**src/verilog/countdown_pkg.sv**
```systemverilog
package countdown_pkg;

    localparam int DIGIT_W     = 3;
    localparam int ROW_N       = 8;
    localparam int ROW_W       = 3;
    localparam int START_DIGIT = 5;
    localparam int DIV_W       = 16;
    localparam int SCAN_DIV    = 4;
    localparam int SCAN_W      = 2;             // width of the scan prescaler
    localparam int DATA_W      = 16;
    localparam int ADDR_W      = 4;

    localparam logic [ADDR_W-1:0] ADDR_CTRL   = 4'h0;
    localparam logic [ADDR_W-1:0] ADDR_DIV    = 4'h4;
    localparam logic [ADDR_W-1:0] ADDR_STATUS = 4'h8;

    typedef struct packed {
        logic              psel;
        logic              penable;
        logic              pwrite;
        logic [ADDR_W-1:0] paddr;
        logic [DATA_W-1:0] pwdata;
    } apb_req_t;

    typedef struct packed {
        logic [DATA_W-1:0] prdata;
        logic              pready;
        logic              pslverr;
    } apb_rsp_t;

    typedef struct packed {
        logic [ROW_N-1:0] red;
        logic [ROW_N-1:0] green;
    } pixel_row_t;

    typedef enum logic [1:0] {
        IDLE,
        COUNT,
        PAUSE
    } cd_state_t;

    typedef struct packed {
        logic             start;                // single-cycle pulse
        logic             pause;                // level
        logic [DIV_W-1:0] div;
    } cd_ctrl_t;

    // field order gives the STATUS layout: done in bit 5, state 4:3, digit 2:0
    typedef struct packed {
        logic               done;
        cd_state_t          state;
        logic [DIGIT_W-1:0] digit;
    } cd_status_t;

    // colour rule, bit d-1 for digit d: 5,4 red, 3,2 yellow, 1 green
    localparam logic [START_DIGIT-1:0] RED_DIGITS   = 5'b11110;
    localparam logic [START_DIGIT-1:0] GREEN_DIGITS = 5'b00111;

    // glyphs for digits 1 to 5, row 0 left blank
    localparam logic [ROW_N-1:0] GLYPH [START_DIGIT][ROW_N] = '{
        '{8'b0000_0000, 8'b0001_1000, 8'b0011_1000, 8'b0001_1000,
          8'b0001_1000, 8'b0001_1000, 8'b0001_1000, 8'b0011_1100},
        '{8'b0000_0000, 8'b0011_1100, 8'b0110_0110, 8'b0000_0110,
          8'b0000_1100, 8'b0011_0000, 8'b0110_0000, 8'b0111_1110},
        '{8'b0000_0000, 8'b0011_1100, 8'b0110_0110, 8'b0000_0110,
          8'b0001_1100, 8'b0000_0110, 8'b0110_0110, 8'b0011_1100},
        '{8'b0000_0000, 8'b0000_1100, 8'b0001_1100, 8'b0010_1100,
          8'b0100_1100, 8'b0111_1110, 8'b0000_1100, 8'b0000_1100},
        '{8'b0000_0000, 8'b0111_1110, 8'b0110_0000, 8'b0111_1100,
          8'b0000_0110, 8'b0000_0110, 8'b0110_0110, 8'b0011_1100}
    };

endpackage
```
**src/verilog/countdown_display.sv**
```systemverilog
`timescale 1ns/10ps

module countdown_display import countdown_pkg::*; (
    input  logic             clk,
    input  logic             rst,
    input  apb_req_t         apb_req,
    output apb_rsp_t         apb_rsp,
    output logic [ROW_N-1:0] row,
    output logic [ROW_N-1:0] colr,
    output logic [ROW_N-1:0] colg
);

    cd_ctrl_t         ctrl;
    cd_status_t       status;
    logic             tick;
    logic             scan_en;
    logic [ROW_W-1:0] row_idx;
    pixel_row_t       pixels;

    apb_regs i_apb_regs (
        .clk     (clk),
        .rst     (rst),
        .apb_req (apb_req),
        .apb_rsp (apb_rsp),
        .status  (status),
        .ctrl    (ctrl)
    );

    tick_timer i_tick_timer (
        .clk     (clk),
        .rst     (rst),
        .ctrl    (ctrl),
        .state   (status.state),
        .tick    (tick),
        .scan_en (scan_en)
    );

    countdown_fsm i_countdown_fsm (
        .clk    (clk),
        .rst    (rst),
        .ctrl   (ctrl),
        .tick   (tick),
        .status (status)
    );

    glyph_rom i_glyph_rom (
        .digit   (status.digit),
        .row_idx (row_idx),
        .pixels  (pixels)
    );

    matrix_scan i_matrix_scan (
        .clk     (clk),
        .rst     (rst),
        .scan_en (scan_en),
        .pixels  (pixels),
        .row_idx (row_idx),
        .row     (row),
        .colr    (colr),
        .colg    (colg)
    );

endmodule

```
**src/verilog/matrix_scan.sv**
```systemverilog
`timescale 1ns/10ps

module matrix_scan import countdown_pkg::*; (
    input  logic             clk,
    input  logic             rst,
    input  logic             scan_en,
    input  pixel_row_t       pixels,
    output logic [ROW_W-1:0] row_idx,
    output logic [ROW_N-1:0] row,
    output logic [ROW_N-1:0] colr,
    output logic [ROW_N-1:0] colg
);

    logic [ROW_W-1:0] row_count;

    always_ff @(posedge clk or posedge rst)
    begin
        if (rst)
            row_count <= '0;
        else if (scan_en)
            row_count <= row_count + ROW_W'(1);       // wraps after row 7
    end

    assign row_idx = row_count;

    // row select and its columns load on the same edge
    always_ff @(posedge clk or posedge rst)
    begin
        if (rst)
        begin
            row  <= ROW_N'(1);
            colr <= '0;
            colg <= '0;
        end
        else
        begin
            row  <= ROW_N'(1) << row_count;
            colr <= pixels.red;
            colg <= pixels.green;
        end
    end

endmodule

```
**src/verilog/glyph_rom.sv**
```systemverilog
`timescale 1ns/10ps

module glyph_rom import countdown_pkg::*; (
    input  logic [DIGIT_W-1:0] digit,
    input  logic [ROW_W-1:0]   row_idx,
    output pixel_row_t         pixels
);

    logic               lit;
    logic [DIGIT_W-1:0] glyph_sel;
    logic [ROW_N-1:0]   bits;

    // digit 0, out-of-range digits and row 0 stay dark
    assign lit = (digit != '0) && (digit <= DIGIT_W'(START_DIGIT)) && (row_idx != '0);
    assign glyph_sel = digit - DIGIT_W'(1);

    always_comb
    begin
        bits         = '0;
        pixels.red   = '0;
        pixels.green = '0;
        if (lit)
        begin
            bits = GLYPH[glyph_sel][row_idx];
            if (RED_DIGITS[glyph_sel])
                pixels.red = bits;
            if (GREEN_DIGITS[glyph_sel])
                pixels.green = bits;                  // red plus green shows yellow
        end
    end

endmodule

```
**src/verilog/countdown_fsm.sv**
```systemverilog
`timescale 1ns/10ps

module countdown_fsm import countdown_pkg::*; (
    input  logic       clk,
    input  logic       rst,
    input  cd_ctrl_t   ctrl,
    input  logic       tick,
    output cd_status_t status
);

    cd_state_t          state_q;
    logic [DIGIT_W-1:0] digit_q;
    logic               done_q;

    always_ff @(posedge clk or posedge rst)
    begin
        if (rst)
        begin
            state_q <= IDLE;
            digit_q <= '0;
            done_q  <= 1'b0;
        end
        else if (ctrl.start)
        begin
            state_q <= COUNT;                         // restart from any state
            digit_q <= DIGIT_W'(START_DIGIT);
            done_q  <= 1'b0;
        end
        else
        begin
            case (state_q)
                COUNT:
                begin
                    if (tick && digit_q == DIGIT_W'(1))
                    begin
                        digit_q <= '0;
                        done_q  <= 1'b1;
                        state_q <= IDLE;
                    end
                    else
                    begin
                        if (tick)
                            digit_q <= digit_q - DIGIT_W'(1);
                        if (ctrl.pause)
                            state_q <= PAUSE;
                    end
                end
                PAUSE:
                begin
                    if (!ctrl.pause)
                        state_q <= COUNT;
                end
                default:
                begin
                    state_q <= IDLE;                  // wait for start
                end
            endcase
        end
    end

    assign status = '{done: done_q, state: state_q, digit: digit_q};

endmodule

```
**src/verilog/tick_timer.sv**
```systemverilog
`timescale 1ns/10ps

module tick_timer import countdown_pkg::*; (
    input  logic      clk,
    input  logic      rst,
    input  cd_ctrl_t  ctrl,
    input  cd_state_t state,
    output logic      tick,
    output logic      scan_en
);

    logic              counting;
    logic [DIV_W-1:0]  cnt_q;
    logic              tick_q;
    logic [SCAN_W-1:0] scan_cnt;

    assign counting = (state == COUNT) && !ctrl.pause;

    always_ff @(posedge clk or posedge rst)
    begin
        if (rst)
        begin
            cnt_q  <= '0;
            tick_q <= 1'b0;
        end
        else if (ctrl.start)
        begin
            cnt_q  <= ctrl.div - DIV_W'(1);           // prescaler restarts
            tick_q <= 1'b0;
        end
        else if (counting)
        begin
            if (cnt_q == '0)
            begin
                cnt_q  <= ctrl.div - DIV_W'(1);
                tick_q <= 1'b1;
            end
            else
            begin
                cnt_q  <= cnt_q - DIV_W'(1);
                tick_q <= 1'b0;
            end
        end
        else
            tick_q <= 1'b0;                           // count holds while paused
    end

    always_ff @(posedge clk or posedge rst)
    begin
        if (rst)
            scan_cnt <= '0;
        else
            scan_cnt <= scan_cnt + SCAN_W'(1);
    end

    assign tick    = tick_q;
    assign scan_en = (scan_cnt == SCAN_W'(SCAN_DIV - 1));

endmodule

```
**src/verilog/apb_regs.sv**
```systemverilog
`timescale 1ns/10ps

module apb_regs import countdown_pkg::*; (
    input  logic       clk,
    input  logic       rst,
    input  apb_req_t   apb_req,
    output apb_rsp_t   apb_rsp,
    input  cd_status_t status,
    output cd_ctrl_t   ctrl
);

    logic             access;
    logic             wr;
    logic             is_ctrl;
    logic             is_div;
    logic             is_status;
    logic             start_q;
    logic             pause_q;
    logic [DIV_W-1:0] div_q;

    assign access    = apb_req.psel & apb_req.penable;
    assign wr        = access & apb_req.pwrite;
    assign is_ctrl   = (apb_req.paddr == ADDR_CTRL);
    assign is_div    = (apb_req.paddr == ADDR_DIV);
    assign is_status = (apb_req.paddr == ADDR_STATUS);

    always_ff @(posedge clk or posedge rst)
    begin
        if (rst)
        begin
            start_q <= 1'b0;
            pause_q <= 1'b0;
            div_q   <= DIV_W'(1);
        end
        else
        begin
            start_q <= wr & is_ctrl & apb_req.pwdata[0];   // one cycle only
            if (wr && is_ctrl)
                pause_q <= apb_req.pwdata[1];
            if (wr && is_div)
                div_q <= apb_req.pwdata;
        end
    end

    // read mux, valid in the access phase only
    always_comb
    begin
        apb_rsp.prdata  = '0;
        apb_rsp.pready  = 1'b1;                       // no wait states
        apb_rsp.pslverr = 1'b0;
        if (access)
        begin
            if (!is_ctrl && !is_div && !is_status)
                apb_rsp.pslverr = 1'b1;
            else if (is_status && apb_req.pwrite)
                apb_rsp.pslverr = 1'b1;               // STATUS is read-only
            else if (!apb_req.pwrite)
            begin
                if (is_ctrl)
                    apb_rsp.prdata = {{(DATA_W-2){1'b0}}, pause_q, 1'b0};
                else if (is_div)
                    apb_rsp.prdata = div_q;
                else
                    apb_rsp.prdata = {{(DATA_W-$bits(cd_status_t)){1'b0}}, status};
            end
        end
    end

    assign ctrl = '{
        start: start_q,
        pause: pause_q,
        div:   (div_q == '0) ? DIV_W'(1) : div_q
    };

endmodule

```
**config.mk**
```make
export PLATFORM = sky130hd
export DESIGN_NAME = countdown_display
export DESIGN_NICKNAME = d
export VERILOG_FILES = /design/src/verilog/countdown_pkg.sv /design/src/verilog/countdown_display.sv /design/src/verilog/matrix_scan.sv /design/src/verilog/glyph_rom.sv /design/src/verilog/countdown_fsm.sv /design/src/verilog/tick_timer.sv /design/src/verilog/apb_regs.sv
export SDC_FILE = /design/constraint.sdc
export NUM_CORES = 1
export LEC_CHECK = 0
export BUFFER_PORTS_ARGS = -buffer_cell sky130_fd_sc_hd__clkbuf_2
export CORE_MARGIN = 4
export CORE_UTILIZATION = 41
export DETAILED_ROUTE_END_ITERATION = 7
export PLACE_DENSITY = 0.64
export SLEW_MARGIN = 25
export SYNTH_ARGS = -nofsm -noshare
export SYNTH_HDL_FRONTEND = slang
export SYNTH_HIERARCHICAL = 1
export SYNTH_SLANG_ARGS = --single-unit
```
**constraint.sdc**
```tcl
create_clock -name clk -period 2.85 [get_ports clk]
set_input_delay 0.1425 -clock clk [delete_from_list [all_inputs] [get_ports clk]]
set_output_delay 0.1425 -clock clk [all_outputs]
set_load 0.01 [all_outputs]
```
==> flow_summary.toml <==
[worst_hold_path]
hold_class = "primary input to flop"
whs_path_depth = 2
hp-start = "apb_req[10]"
hold_end = "i_apb_regs/div_q[10]"

[global_routing]
grt_pass1_vias = 3345
grt_overflow_total = 0
grt_pass1_wl_um = 16600
grtUsageTotal_pct = 16.3
grt_max_degree = 29
antenna_found_initial = 0

[logic_synthesis]
muxShareOfSynthArea_pct = 7.57
yosys_warnings = 6
synthArstFlopShare_pct = 100
synthFlopType = "dfrtp_1"
syn_inst = 458
synth_fa_ha_area_share_pct = 5.74
yosysSeqAreaShare_pct = 40.2
synth_top_family_by_area = "simple AND/OR/NAND/NOR gates"
synth.ff_latch_count = 70
syn_area_per_cell_um2 = 9.52
syn_area_um2 = 4360
synth_xor_xnor_area_share_pct = 3.21
synthSimpleGateAreaFrac_pct = 20.6
synth_compound_area_share_pct = 14.5
synth-edff-count = 0
yosysUniqueCellTypes = 75

[layout]
filler_cell_count = 970
final_common_cell = "dfrtp_1"
regArea_um2 = 1750
mostFrequentLayoutCells = "dfrtp_1 (68), clkbuf_2 (65), nor2_1 (42), inv_1 (31), a21oi_1 (21)"
area_growth_pct = 13.8
drive_gt1_share_pct = 26.0
n_antenna_cell = 0
finalNetCount = 552
multi_input_area_um2 = 2270

[cts]
cts_buffers = 9
ctsResizeCount = 0
clk_latency_ns = 0.34
clk_pin_slew_worst_paths_ns = 0.08
cts.sinks = 70
cts_buffer_depth = 2
cts_root_buf = "clkbuf_8"
cts_tree = "done"
cts_htree_levels = 3

[placed_design]
place.gp.congestion = 0.838
port_buffers = 65
dp_hpwl_um = 7160

[floorplan]
die_width_um = 111
core_area_um2 = 10300
rows = 37
pin_count = 67
dieArea_um2 = 12400
initial_core_util_pct = 42.2
die_h_um = 111

[power_and_ir_drop]
p_int_uw = 2000
p_leak_uw = 0.00242
p_sw_share_pct = 34.1
power.total_uw = 3030
ir_worst_vdd_mv = 0.238
clockPowerShare_pct = 29.4
power.density_nw_per_um2 = 611
p_switching_uw = 1030
comb_power_share_pct = 30.0
seqPwrFrac_pct = 40.5

[run]
maxCapViolations = 0

[timing]
setup_tns_ns = 0
drv_slew = 0
worst_pin_slew_ns = 0.782
relSlewSlack_pct = 47.8
setup_viol = 0
holdWs_ns = 0.0287
min_period_over_period_pct = 89.9
clock_skew_ns = 0.0135
hold_violations = 0
min_period_ns = 2.56
fmax_mhz = 390
rsz0062_at_grt = "false"

[route]
wire_per_inst_um = 15.2
wl_um = 9850
via_count = 3471
viasPerCell = 5.36
antenna_left = 0
drc_errors = 0
dr.pass1.iters = 5
drtIter0Drc = 156

[worst_setup_path]
rr_endpoint = "i_tick_timer/cnt_q[6]"
slowest_stage = "or4b_2"
cpPeakStageDelay_ns = 0.63
worst-r2r-cell-count = 9
critPathTopFamily = "simple AND/OR/NAND/NOR gates"
crit_path_end_kind = "flop"
path_class = "flop to flop"
rrSetupSlack_ns = 0.29
cp_cell_sequence = "nor4_1 -> a41o_1 -> inv_1 -> ha_1 -> or4b_2 -> nor2_1 -> xnor2_1 -> nor3_1 -> a311o_1"
rr_startpoint = "i_apb_regs/div_q[6]"
crit_buf_inv = 1
crit_path_start_kind = "flop"
crit_required_ns = 3.08
path_max_fanout = 7
arrival_ns = 2.79

[status]
outcome = "finished, final reports clean"
## synth_stat cells, types with 5 or more instances
library cell / instances / area share (%)
mux2_4: 10 / 3.4
dfrtp_1: 68 / 39
nand2_1: 18 / 1.5
and2_1: 10 / 1.4
clkbuf_1: 26 / 2.2
mux2_2: 8 / 2.1
nor3_1: 16 / 1.8
mux2i_1: 9 / 2.1
o21ai_0: 12 / 1.4
xnor2_1: 10 / 2.0
buf_4: 11 / 1.9
nand3_1: 14 / 1.6
inv_1: 32 / 2.8
a22oi_1: 8 / 1.4
a21oi_1: 21 / 2.4
a211oi_1: 5 / 0.86
nor2_1: 42 / 3.6
or3_1: 5 / 0.72
xor2_1: 6 / 1.2
ha_1: 20 / 5.7
nor4_1: 8 / 1.1
## metrics by stage
step,std cells,worst slack [ns],cell area [um^2],util (%)
2_1_floorplan,461,0.589,4370,-
3_3_place_gp,630,0.366,4720,45.7
3_5_place_dp,630,0.326,4720,45.7
4_1_cts,648,0.294,4960,48.1
5_1_grt,648,0.149,4960,48.1
6_report,648,0.289,4960,48.1
## state kept, by name, indices dropped and copies added, names as in the netlist
register and flops:
i_apb_regs/div_q 16, i_countdown_fsm/digit_q 3, i_tick_timer/scan_cnt 2, i_apb_regs/start_q 1, i_matrix_scan/row_idx 3, i_matrix_scan/colr 8
i_apb_regs/pause_q 1, i_countdown_fsm/done_q 1, i_countdown_fsm/state_q 2, i_tick_timer/tick 1, i_tick_timer/cnt_q 16, i_matrix_scan/row 8
i_matrix_scan/colg 8
## metal layers
metal | part of all wire, % | up-vias | track usage [%]
li1 | - | 1691 | -
met1 | 44 | 1654 | 20.8
met4 | 2.8 | 0 | 7.06
met3 | 5.4 | 19 | 3.98
met2 | 48 | 107 | 26.3
met5 | 0 | - | 0
## layout make-up
type / instances / area share, %
clock buffer: 9 / 2.50
multi-input combinational: 316 / 45.7
sequential: 70 / 35.4
clock inverter: 7 / 1.94
inverter: 32 / 2.42
tap: 136 / 3.43
timing repair buffer: 78 / 8.62
## worst register-to-register path: cells and delay by family (launching register included)
| family | cells | cell delay [ns] |
|---|---|---|
| AND/OR/NAND/NOR | 4 | 0.91 |
| XOR/XNOR | 1 | 0.13 |
| AO/OA/AOI/OAI | 2 | 0.59 |
| adder cells (fa/ha/maj) | 1 | 0.23 |
| buffers and inverters | 1 | 0.11 |
| flip-flops | 1 | 0.48 |
## kinds of logic after synthesis
logic type,Yosys count
AND/OR/NAND/NOR,157
AO/OA/AOI/OAI,91
buffers and inverters,75
flip-flops,70
multiplexers,27
adder cells (fa/ha/maj),20
XOR/XNOR,16
other,2
## worst max-delay path by stage
stage | slack, ns | endpoint | cells after the start | startpoint
after floorplan | 0.59 | i_tick_timer/cnt_q[6] | 9 | i_apb_regs/div_q[5]
after global placement | 0.37 | i_tick_timer/cnt_q[15] | 7 | i_apb_regs/div_q[6]
after detailed placement | 0.33 | i_tick_timer/cnt_q[6] | 9 | i_apb_regs/div_q[6]
after CTS | 0.29 | i_tick_timer/cnt_q[6] | 9 | i_apb_regs/div_q[6]
after global routing | 0.15 | i_tick_timer/cnt_q[15] | 7 | i_apb_regs/div_q[6]
final | 0.29 | i_tick_timer/cnt_q[6] | 9 | i_apb_regs/div_q[6]
## power by group through the flow
stage               logic, uW  clock network [uW]  registers, uW
global placement          891                   0           1240
detailed placement        902                   0           1240
finish                    910                 892           1230
CTS                       909                 930           1230
floorplan                 723                   0           1210
global route             1020                 971           1250
## repair_timing
| action | 4_1_cts | 5_1_grt |
|---|---|---|
| hold buffers | 2 | 0 |
| endpoints found under the hold margin | 43 | 0 |
| setup buffers | 0 | 0 |
Power figures use the tool's default switching activity.
